==> src/oled_pkg.sv <==
`default_nettype none

package oled_pkg;

	typedef enum logic [2:0] {
		idle,
		init,
		main,
		scan,
		write_wait
	} seq_state_t;

	typedef enum logic {
		cmd  = 1'b0,
		data = 1'b1
	} dc_t;

	typedef logic [7:0] char_code_t; // ascii
	typedef logic [3:0] bcd_t;

	localparam int INIT_DEPTH  = 25;
	localparam int GLYPH_COLS  = 5;
	localparam int CELL_PAD    = 3; // blank columns ahead of each glyph
	localparam int PANEL_COLS  = 128;
	localparam int PANEL_PAGES = 4;
	localparam int FIELD_COUNT = 10;

	// controller power-up table
	function automatic logic [7:0] init_cmd(input logic [4:0] idx);
		case (idx)
			5'd0:    return 8'hae; // display off
			5'd1:    return 8'h00;
			5'd2:    return 8'h10;
			5'd3:    return 8'h00;
			5'd4:    return 8'hb0;
			5'd5:    return 8'h81; // contrast
			5'd6:    return 8'hff;
			5'd7:    return 8'ha1;
			5'd8:    return 8'ha6;
			5'd9:    return 8'ha8; // mux ratio, 32 rows
			5'd10:   return 8'h1f;
			5'd11:   return 8'hc8;
			5'd12:   return 8'hd3;
			5'd13:   return 8'h00;
			5'd14:   return 8'hd5;
			5'd15:   return 8'h80;
			5'd16:   return 8'hd9;
			5'd17:   return 8'h1f;
			5'd18:   return 8'hda;
			5'd19:   return 8'h00;
			5'd20:   return 8'hdb;
			5'd21:   return 8'h40;
			5'd22:   return 8'h8d; // charge pump
			5'd23:   return 8'h14;
			5'd24:   return 8'haf; // display on
			default: return 8'he3; // nop
		endcase
	endfunction

endpackage

`default_nettype wire

==> src/blink_timer.sv <==
`timescale 1ns/1ns
`default_nettype none

module blink_timer #(
	parameter int FLASH_DIV = 12000000
) (
	input  wire logic clk,
	input  wire logic rst_n,
	output logic      flash
);

	localparam int CW = $clog2(FLASH_DIV + 1);

	logic [CW-1:0] div_cnt;

	always_ff @(posedge clk or negedge rst_n) begin
		if (!rst_n) begin
			div_cnt <= '0;
			flash   <= 1'b0;
		end else if (div_cnt == CW'(FLASH_DIV - 1)) begin
			div_cnt <= '0;
			flash   <= ~flash; // colon blink phase
		end else begin
			div_cnt <= div_cnt + 1'b1;
		end
	end

endmodule

`default_nettype wire

==> src/field_mux.sv <==
`timescale 1ns/1ns
`default_nettype none

module field_mux (
	input  wire logic           sw1,
	input  wire logic           time_set,
	input  wire logic           flash,
	input  wire oled_pkg::bcd_t time_hour_high,
	input  wire oled_pkg::bcd_t time_hour_low,
	input  wire oled_pkg::bcd_t time_min_high,
	input  wire oled_pkg::bcd_t time_min_low,
	input  wire oled_pkg::bcd_t time_sec_high,
	input  wire oled_pkg::bcd_t time_sec_low,
	input  wire oled_pkg::bcd_t alarm_hour_high,
	input  wire oled_pkg::bcd_t alarm_hour_low,
	input  wire oled_pkg::bcd_t alarm_min_high,
	input  wire oled_pkg::bcd_t alarm_min_low,
	input  wire oled_pkg::bcd_t temp_high,
	input  wire oled_pkg::bcd_t temp_low,
	input  wire logic [3:0]     field_idx,
	output oled_pkg::char_code_t field_char
);

	oled_pkg::char_code_t colon;

	function automatic oled_pkg::char_code_t digit(input oled_pkg::bcd_t d);
		return 8'h30 + 8'(d);
	endfunction

	assign colon = (time_set && !flash) ? 8'h20 : 8'h3a; // off half of the blink

	always_comb begin
		case (field_idx)
			4'd0:    field_char = colon;
			4'd1:    field_char = sw1 ? 8'h20 : colon; // no seconds in alarm view
			4'd2:    field_char = digit(sw1 ? alarm_hour_high : time_hour_high);
			4'd3:    field_char = digit(sw1 ? alarm_hour_low : time_hour_low);
			4'd4:    field_char = digit(sw1 ? alarm_min_high : time_min_high);
			4'd5:    field_char = digit(sw1 ? alarm_min_low : time_min_low);
			4'd6:    field_char = sw1 ? 8'h20 : digit(time_sec_high);
			4'd7:    field_char = sw1 ? 8'h20 : digit(time_sec_low);
			4'd8:    field_char = digit(temp_high);
			4'd9:    field_char = digit(temp_low);
			default: field_char = 8'h20;
		endcase
	end

endmodule

`default_nettype wire

==> src/font_rom.sv <==
`timescale 1ns/1ns
`default_nettype none

module font_rom (
	input  wire oled_pkg::char_code_t glyph_char,
	input  wire logic [2:0]           glyph_col,
	output logic [7:0]                glyph_byte
);

	localparam int GW = 8 * oled_pkg::GLYPH_COLS;

	logic [GW-1:0] glyph; // leftmost column in the top byte

	always_comb begin
		case (glyph_char)
			8'h30:   glyph = 40'h3e_51_49_45_3e; // 0
			8'h31:   glyph = 40'h00_42_7f_40_00;
			8'h32:   glyph = 40'h42_61_51_49_46;
			8'h33:   glyph = 40'h21_41_45_4b_31;
			8'h34:   glyph = 40'h18_14_12_7f_10;
			8'h35:   glyph = 40'h27_45_45_45_39;
			8'h36:   glyph = 40'h3c_4a_49_49_30;
			8'h37:   glyph = 40'h01_71_09_05_03;
			8'h38:   glyph = 40'h36_49_49_49_36;
			8'h39:   glyph = 40'h06_49_49_29_1e; // 9
			8'h3a:   glyph = 40'h00_36_36_00_00; // colon
			8'h45:   glyph = 40'h7f_49_49_49_41; // E
			8'h49:   glyph = 40'h00_41_7f_41_00; // I
			8'h4d:   glyph = 40'h7f_02_0c_02_7f; // M
			8'h54:   glyph = 40'h01_01_7f_01_01; // T
			default: glyph = '0; // space and anything unknown
		endcase
	end

	always_comb begin
		if (int'(glyph_col) < oled_pkg::GLYPH_COLS)
			glyph_byte = glyph[8 * (oled_pkg::GLYPH_COLS - 1 - int'(glyph_col)) +: 8];
		else
			glyph_byte = 8'h00;
	end

endmodule

`default_nettype wire

==> src/oled_clock_display.sv <==
`timescale 1ns/1ns
`default_nettype none

module oled_clock_display #(
	parameter int FLASH_DIV  = 12000000,
	parameter int RESET_HOLD = 25000,
	parameter int GAP_CYCLES = 5
) (
	input  wire logic           clk,
	input  wire logic           rst_n,
	input  wire logic           sw1,
	input  wire logic           time_set,
	input  wire oled_pkg::bcd_t time_hour_high,
	input  wire oled_pkg::bcd_t time_hour_low,
	input  wire oled_pkg::bcd_t time_min_high,
	input  wire oled_pkg::bcd_t time_min_low,
	input  wire oled_pkg::bcd_t time_sec_high,
	input  wire oled_pkg::bcd_t time_sec_low,
	input  wire oled_pkg::bcd_t alarm_hour_high,
	input  wire oled_pkg::bcd_t alarm_hour_low,
	input  wire oled_pkg::bcd_t alarm_min_high,
	input  wire oled_pkg::bcd_t alarm_min_low,
	input  wire oled_pkg::bcd_t temp_high,
	input  wire oled_pkg::bcd_t temp_low,
	output logic                oled_csn,
	output logic                oled_rst,
	output logic                oled_dcn,
	output logic                oled_clk,
	output logic                oled_dat
);

	logic                 flash;
	logic [3:0]           field_idx;
	oled_pkg::char_code_t field_char;
	oled_pkg::char_code_t glyph_char;
	logic [2:0]           glyph_col;
	logic [7:0]           glyph_byte;
	logic                 tx_start;
	logic [7:0]           tx_byte;
	oled_pkg::dc_t        tx_dc;
	logic                 tx_done;

	blink_timer #(.FLASH_DIV(FLASH_DIV)) u_blink (
		.clk   (clk),
		.rst_n (rst_n),
		.flash (flash)
	);

	field_mux u_field (
		.sw1             (sw1),
		.time_set        (time_set),
		.flash           (flash),
		.time_hour_high  (time_hour_high),
		.time_hour_low   (time_hour_low),
		.time_min_high   (time_min_high),
		.time_min_low    (time_min_low),
		.time_sec_high   (time_sec_high),
		.time_sec_low    (time_sec_low),
		.alarm_hour_high (alarm_hour_high),
		.alarm_hour_low  (alarm_hour_low),
		.alarm_min_high  (alarm_min_high),
		.alarm_min_low   (alarm_min_low),
		.temp_high       (temp_high),
		.temp_low        (temp_low),
		.field_idx       (field_idx),
		.field_char      (field_char)
	);

	font_rom u_font (
		.glyph_char (glyph_char),
		.glyph_col  (glyph_col),
		.glyph_byte (glyph_byte)
	);

	spi_byte_tx #(.GAP_CYCLES(GAP_CYCLES)) u_spi (
		.clk      (clk),
		.rst_n    (rst_n),
		.tx_start (tx_start),
		.tx_byte  (tx_byte),
		.tx_dc    (tx_dc),
		.tx_done  (tx_done),
		.oled_csn (oled_csn),
		.oled_dcn (oled_dcn),
		.oled_clk (oled_clk),
		.oled_dat (oled_dat)
	);

	oled_seq #(.RESET_HOLD(RESET_HOLD)) u_seq (
		.clk        (clk),
		.rst_n      (rst_n),
		.field_char (field_char),
		.glyph_byte (glyph_byte),
		.tx_done    (tx_done),
		.oled_rst   (oled_rst),
		.field_idx  (field_idx),
		.glyph_char (glyph_char),
		.glyph_col  (glyph_col),
		.tx_start   (tx_start),
		.tx_byte    (tx_byte),
		.tx_dc      (tx_dc)
	);

endmodule

`default_nettype wire

==> src/oled_seq.sv <==
`timescale 1ns/1ns
`default_nettype none

module oled_seq #(
	parameter int RESET_HOLD = 25000
) (
	input  wire logic                 clk,
	input  wire logic                 rst_n,
	input  wire oled_pkg::char_code_t field_char,
	input  wire logic [7:0]           glyph_byte,
	input  wire logic                 tx_done,
	output logic                      oled_rst,
	output logic [3:0]                field_idx,
	output oled_pkg::char_code_t      glyph_char,
	output logic [2:0]                glyph_col,
	output logic                      tx_start,
	output logic [7:0]                tx_byte,
	output oled_pkg::dc_t             tx_dc
);

	localparam int LBL_TIME   = oled_pkg::PANEL_PAGES; // jobs before this clear pages
	localparam int LBL_TEM    = oled_pkg::PANEL_PAGES + 1;
	localparam int FIELD_BASE = oled_pkg::PANEL_PAGES + 2;
	localparam int FIELD_LAST = FIELD_BASE + oled_pkg::FIELD_COUNT - 1;
	localparam int CELL_W     = oled_pkg::CELL_PAD + oled_pkg::GLYPH_COLS;
	localparam int CLEAR_LAST = oled_pkg::PANEL_COLS / CELL_W - 1;
	localparam int DW         = $clog2(RESET_HOLD + 1);
	localparam logic [39:0] TIME_STR = "TIME:";
	localparam logic [31:0] TEM_STR  = "TEM:";

	oled_pkg::seq_state_t state;
	oled_pkg::seq_state_t back_state;
	logic [2:0]           init_step;
	logic [2:0]           scan_step;
	logic [DW-1:0]        delay_cnt;
	logic [4:0]           cmd_idx;
	logic [3:0]           job;
	logic [1:0]           page;
	logic [7:0]           col;
	logic [3:0]           char_pos;
	logic [3:0]           last_pos;
	logic [2:0]           byte_col; // column inside the 8-wide cell
	oled_pkg::char_code_t cur_char;
	oled_pkg::char_code_t next_char;

	assign field_idx  = job - 4'(FIELD_BASE);
	assign glyph_char = cur_char;
	assign glyph_col  = byte_col - 3'(oled_pkg::CELL_PAD);

	always_comb begin
		if (job < 4'(LBL_TIME))
			next_char = 8'h20;
		else if (job == 4'(LBL_TIME))
			next_char = TIME_STR[8 * (4 - int'(char_pos)) +: 8];
		else if (job == 4'(LBL_TEM))
			next_char = TEM_STR[8 * (3 - int'(char_pos)) +: 8];
		else
			next_char = field_char;
	end

	always_ff @(posedge clk or negedge rst_n) begin
		if (!rst_n) begin
			state      <= oled_pkg::idle;
			back_state <= oled_pkg::idle;
			init_step  <= '0;
			scan_step  <= '0;
			delay_cnt  <= '0;
			cmd_idx    <= '0;
			job        <= '0;
			page       <= '0;
			col        <= '0;
			char_pos   <= '0;
			last_pos   <= '0;
			byte_col   <= '0;
			cur_char   <= 8'h20;
			oled_rst   <= 1'b1;
			tx_start   <= 1'b0;
			tx_byte    <= '0;
			tx_dc      <= oled_pkg::cmd;
		end else begin
			tx_start <= 1'b0;
			case (state)
				oled_pkg::idle: begin
					init_step <= '0;
					state     <= oled_pkg::init;
				end
				oled_pkg::init: begin
					case (init_step)
						3'd0: begin
							oled_rst  <= 1'b0;
							delay_cnt <= '0;
							init_step <= 3'd1;
						end
						3'd1, 3'd2: begin // hold low, then settle high
							if (delay_cnt == DW'(RESET_HOLD - 1)) begin
								delay_cnt <= '0;
								oled_rst  <= 1'b1;
								init_step <= init_step + 3'd1;
							end else begin
								delay_cnt <= delay_cnt + 1'b1;
							end
						end
						3'd3: begin
							tx_start   <= 1'b1;
							tx_dc      <= oled_pkg::cmd;
							tx_byte    <= oled_pkg::init_cmd(cmd_idx);
							state      <= oled_pkg::write_wait;
							back_state <= oled_pkg::init;
							cmd_idx    <= cmd_idx + 5'd1;
							if (cmd_idx == 5'(oled_pkg::INIT_DEPTH - 1))
								init_step <= 3'd4;
						end
						default: begin
							job   <= '0;
							state <= oled_pkg::main;
						end
					endcase
				end
				oled_pkg::main: begin
					char_pos  <= '0;
					scan_step <= '0;
					state     <= oled_pkg::scan;
					if (job < 4'(LBL_TIME)) begin
						page     <= job[1:0];
						col      <= 8'd0;
						last_pos <= 4'(CLEAR_LAST);
					end else if (job < 4'(FIELD_BASE)) begin
						page     <= (job == 4'(LBL_TEM)) ? 2'd1 : 2'd0;
						col      <= 8'd0;
						last_pos <= (job == 4'(LBL_TEM)) ? 4'd3 : 4'd4;
					end else begin
						page     <= (field_idx >= 4'd8) ? 2'd1 : 2'd0;
						last_pos <= '0;
						case (field_idx)
							4'd0:    col <= 8'd64;
							4'd1:    col <= 8'd88;
							4'd2:    col <= 8'd48;
							4'd3:    col <= 8'd56;
							4'd4:    col <= 8'd72;
							4'd5:    col <= 8'd80;
							4'd6:    col <= 8'd96;
							4'd7:    col <= 8'd104;
							4'd8:    col <= 8'd40;
							default: col <= 8'd48;
						endcase
					end
				end
				oled_pkg::scan: begin
					if (scan_step == 3'd3) begin
						cur_char  <= next_char; // held for the whole cell
						byte_col  <= '0;
						scan_step <= 3'd4;
					end else begin
						tx_start   <= 1'b1;
						tx_dc      <= (scan_step == 3'd4) ? oled_pkg::data : oled_pkg::cmd;
						state      <= oled_pkg::write_wait;
						back_state <= oled_pkg::scan;
						case (scan_step)
							3'd0: begin
								tx_byte   <= 8'hb0 | {6'd0, page};
								scan_step <= 3'd1;
							end
							3'd1: begin
								tx_byte   <= {4'h0, col[3:0]};
								scan_step <= 3'd2;
							end
							3'd2: begin
								tx_byte   <= 8'h10 | {4'h0, col[7:4]};
								scan_step <= 3'd3;
							end
							default: begin
								tx_byte  <= (byte_col < 3'(oled_pkg::CELL_PAD)) ? 8'h00 : glyph_byte;
								byte_col <= byte_col + 3'd1;
								if (byte_col == 3'(CELL_W - 1)) begin
									if (char_pos == last_pos) begin
										back_state <= oled_pkg::main;
										job <= (job == 4'(FIELD_LAST)) ? 4'(FIELD_BASE) : job + 4'd1;
									end else begin
										char_pos  <= char_pos + 4'd1;
										scan_step <= 3'd3;
									end
								end
							end
						endcase
					end
				end
				oled_pkg::write_wait: begin
					if (tx_done)
						state <= back_state;
				end
				default: state <= oled_pkg::idle;
			endcase
		end
	end

	a_start_pulse: assert property (@(posedge clk) disable iff (!rst_n)
		tx_start |=> !tx_start);

endmodule

`default_nettype wire

==> src/spi_byte_tx.sv <==
`timescale 1ns/1ns
`default_nettype none

module spi_byte_tx #(
	parameter int GAP_CYCLES = 5
) (
	input  wire logic          clk,
	input  wire logic          rst_n,
	input  wire logic          tx_start,
	input  wire logic [7:0]    tx_byte,
	input  wire oled_pkg::dc_t tx_dc,
	output logic               tx_done,
	output logic               oled_csn,
	output logic               oled_dcn,
	output logic               oled_clk,
	output logic               oled_dat
);

	localparam int LAST = 17 + GAP_CYCLES;
	localparam int PW   = $clog2(LAST + 1);

	logic [PW-1:0] phase; // 0 means idle
	logic [7:0]    shift;
	logic          busy;

	assign busy = (phase != '0);

	always_ff @(posedge clk or negedge rst_n) begin
		if (!rst_n) begin
			phase    <= '0;
			tx_done  <= 1'b0;
			oled_csn <= 1'b1;
			oled_dcn <= 1'b0;
			oled_clk <= 1'b1;
			oled_dat <= 1'b0;
		end else begin
			tx_done <= 1'b0;
			if (!busy) begin
				if (tx_start) begin
					phase    <= PW'(1);
					oled_csn <= 1'b0;
					oled_dcn <= tx_dc;
				end
			end else begin
				phase <= (phase == PW'(LAST)) ? '0 : phase + 1'b1;
				if (phase <= PW'(16)) begin
					oled_clk <= ~phase[0]; // odd phase low, even phase high
					if (phase[0])
						oled_dat <= shift[7]; // msb first, changes on fall
				end
				if (phase == PW'(17))
					oled_csn <= 1'b1;
				if (phase == PW'(LAST))
					tx_done <= 1'b1; // end of gap
			end
		end
	end

	always_ff @(posedge clk) begin
		if (!busy && tx_start)
			shift <= tx_byte;
		else if (busy && !phase[0] && phase <= PW'(16))
			shift <= {shift[6:0], 1'b0};
	end

	a_csn_idle: assert property (@(posedge clk) disable iff (!rst_n)
		!busy |-> oled_csn);

	a_no_overrun: assert property (@(posedge clk) disable iff (!rst_n)
		busy |-> !tx_start);

endmodule

`default_nettype wire

==> config.mk <==
export PLATFORM = sky130hd
export DESIGN_NAME = oled_clock_display
export DESIGN_NICKNAME = d
export VERILOG_FILES = /design/src/oled_pkg.sv /design/src/blink_timer.sv /design/src/field_mux.sv /design/src/font_rom.sv /design/src/oled_clock_display.sv /design/src/oled_seq.sv /design/src/spi_byte_tx.sv
export SDC_FILE = /design/constraint.sdc
export NUM_CORES = 1
export LEC_CHECK = 0
export BUFFER_PORTS_ARGS = -buffer_cell sky130_fd_sc_hd__buf_2
export CORE_UTILIZATION = 30
export DETAILED_ROUTE_END_ITERATION = 16
export REMOVE_ABC_BUFFERS = 1
export SETUP_SLACK_MARGIN = 0.1
export SYNTH_ARGS = -nofsm -noshare
export SYNTH_HDL_FRONTEND = slang
export SYNTH_HIERARCHICAL = 1
export SYNTH_SLANG_ARGS = --single-unit
==> constraint.sdc <==
create_clock -name clk -period 2.6 [get_ports clk]
set_clock_uncertainty 0.2 [all_clocks]
set_input_delay 0.52 -clock clk [delete_from_list [all_inputs] [get_ports clk]]
set_output_delay 0.52 -clock clk [all_outputs]
set_load 0.01 [all_outputs]
==> flow_summary.ini <==
[status]
status = complete, no violations

[timing]
whs_ns = 0.267
setup_viol = 0
drv_slew = 0
rsz0062_at_grt = yes
fin_crit_ns = 2.55
max_clock_freq_mhz = 392
fin_crit_sh = 0.980
timing.setup.tns_ns = 0
hold_violations = 0
worst_pin_slew_ns = 0.621
max_slew_margin = 0.575

[yosys]
yosysSeqAreaShare = 0.340
synthTopCellsByCount = dfrtp_1 (101), nand2_1 (73), nor2_1 (58)
synth_edf_count = 8
yosysWarnings = 6
synth_cells = 940
avgSynthCellArea_um2 = 8.99
ys_ff_latch = 113
ys.flop_type = dfrtp_1
syn-cell-area_um2 = 8450
yosysMostFrequentCell = dfrtp_1
async_reset_ff_frac = 0.929
synth_top_area_cell = dfrtp_1
ys_top_cells_by_area = dfrtp_1 (30%), ha_1 (4.4%), a21oi_1 (3.4%)
synth_top_area_share = 0.299
synth_cell_types = 99

[finish]
final_nets = 1124
diodes = 0
utilization = 0.377
finalInstanceArea_um2 = 10500
syn_to_final_growth_pct = 24.0
drive_above_1_share = 0.276

[global_route]
grt_pass1_wl_um = 36900
antenna_found_initial = 0
grt_pass1_vias = 7429
grt_start_max_net_pins = 37
grt.total_usage = 0.157
gr-total-overflow = 0

[pwr]
power_mw = 4.34
combPwrFrac = 0.027
power_density_nw_per_um2 = 414
netSwitchingPower_mw = 0.885
swShare = 0.204
pwr-share-seq = 0.409
intPower_mw = 3.45
p_leak_nw = 4.38
vdd_drop_max_mv = 0.469
clock_power_share = 0.564

[critical_path]
required_ns = 2.76
critPathKind = reg2reg
path_max_fanout = 8
critPathLaunchType = flop
end_kind = flop
arrival_ns = 2.71

[die]
std_cell_rows = 61
die_y_um = 170
core_area_um2 = 27800
start_util = 0.304
pin_count = 57
die_w_um = 170
die-area_um2 = 28800

[run]
maxCapViolCount = 0

[clocking]
worstSkewPairLatency_ns = 0.42
clock-sinks = 113
cts_root_buffer = clkbuf_16
h-tree-depth = 4
cts.reportedPaths.clkPinSlew_ns = 0.05
cts_buffer_depth = 2
cts_buffers = 17
cts_tree = yes

[place]
gp_congestion = 0.864
placed_cell_area_um2 = 9490
hpwl_um = 15700
io_buffer_count = 56

[detailed_routing]
drtIter0Drc = 534
dr.pass1.iters = 9
ant_nets = 0
wirelength_um = 21700
vias = 7578
drc_errors = 0
routed_via_density = 5.29
wl_per_cell_um = 15.2

[worst_hold_path]
hp-class = reg2reg
==> layer usage <==
layer  vias to the layer above  global-route usage  routed length (µm)
met4                         0              0.0619                 481
met5                         -                   0                   0
met1                      3681               0.208               10400
met2                       146               0.253               10200
met3                        39              0.0274                 635
li1                       3712                   -                   -
==> cells by family (layout without fill, tap and decap cells) <==
logic type	after synthesis	count (layout)	synth area share
AO/OA/AOI/OAI	258	258	0.208
buffers and inverters	101	215	0.0569
XOR/XNOR	42	42	0.0435
AND/OR/NAND/NOR	348	348	0.242
flip-flops	113	113	0.340
adder cells (fa/ha/maj)	30	30	0.0444
multiplexers	45	45	0.0643
other	3	4	0.00133
==> critical path: stages (launching register included) <==
cell	delay [ns]
dfstp_2	0.61
and4bb_2	0.31
buf_6	0.15
nand2b_1	0.12
buf_4	0.16
a21oi_1	0.14
o22ai_1	0.10
a31oi_1	0.25
a22oi_1	0.13
o22ai_1	0.15
mux2_2	0.16
==> what timing repair did <==
action,CTS,global route
pin swaps,8,28
hold buffers,1,0
endpoints found under the hold margin,27,0
gates resized for setup,17,47
endpoints found under the setup margin,11,15
buffers inserted,5,8
==> stage by stage <==
stage	instances	setup WS, ns
final	1433	0.0519
after CTS	1425	0.0285
after detailed placement	1387	-0.0665
after floorplan	874	-0.372
after global routing	1433	-0.0478
after global placement	1387	-0.0235
==> power by group through the flow <==
stage / Clock, mW / Sequential [mW] / Combinational (mW)
CTS: 2.50 / 1.78 / 0.120
floorplan: 0 / 1.81 / 0.0239
global placement: 0 / 1.81 / 0.118
global route: 2.58 / 1.77 / 0.133
detailed placement: 0 / 1.81 / 0.118
finish: 2.45 / 1.78 / 0.116
==> path summary, 6_finish.rpt <==
path	startpoint	to	slack, ns	depth (start not counted)
min in group asynchronous	rst_n	u_spi/oled_dcn	0.41	2
worst max register to register	u_seq/glyph_char[5]	u_seq/tx_byte[0]	0.05	10
worst min register to register	u_seq/page[0]	u_seq/page[0]	0.27	2
worst min-delay path	u_seq/page[0]	u_seq/page[0]	0.27	2
worst max-delay path	u_seq/glyph_char[5]	u_seq/tx_byte[0]	0.05	10
max in group asynchronous	rst_n	u_seq/oled_rst	1.15	3
==> registers in the layout (all words and copies together) (netlist names), 2 cells and up <==
register	flops
u_spi/shift	8
u_blink/div_cnt	24
u_seq/page	2
u_seq/byte_col	3
u_seq/char_pos	4
u_seq/back_state	2
u_seq/job	4
u_seq/scan_step	3
u_seq/init_step	3
u_seq/last_pos	3
u_spi/phase	5
u_seq/tx_byte	8
u_seq/cmd_idx	5
u_seq/col	4
u_seq/glyph_char	8
u_seq/state	3
u_seq/delay_cnt	15
==> area by class of cell <==
type,instances,area (µm²)
clock buffer,22,454
multi-input combinational,727,5350
sequential,113,2880
tap,378,473
inverter,34,128
fill,2832,17300
timing repair buffer,149,1040
clock inverter,10,160
==> placed cells by master (no fill, tap or decap), types with 22 or more instances in the layout <==
cell     Yosys  routed
nand2_1     73      73
dfrtp_1    101      96
mux2i_1     22      22
o21ai_0     43      39
nor2_1      58      56
inv_1       32      30
ha_1        30      27
buf_4        8      86
a21oi_1     57      53
xnor2_1     25      25
a31oi_1     26      24
nand3_1     36      34
buf_2       27      55
(Power assumes the default switching activity.)
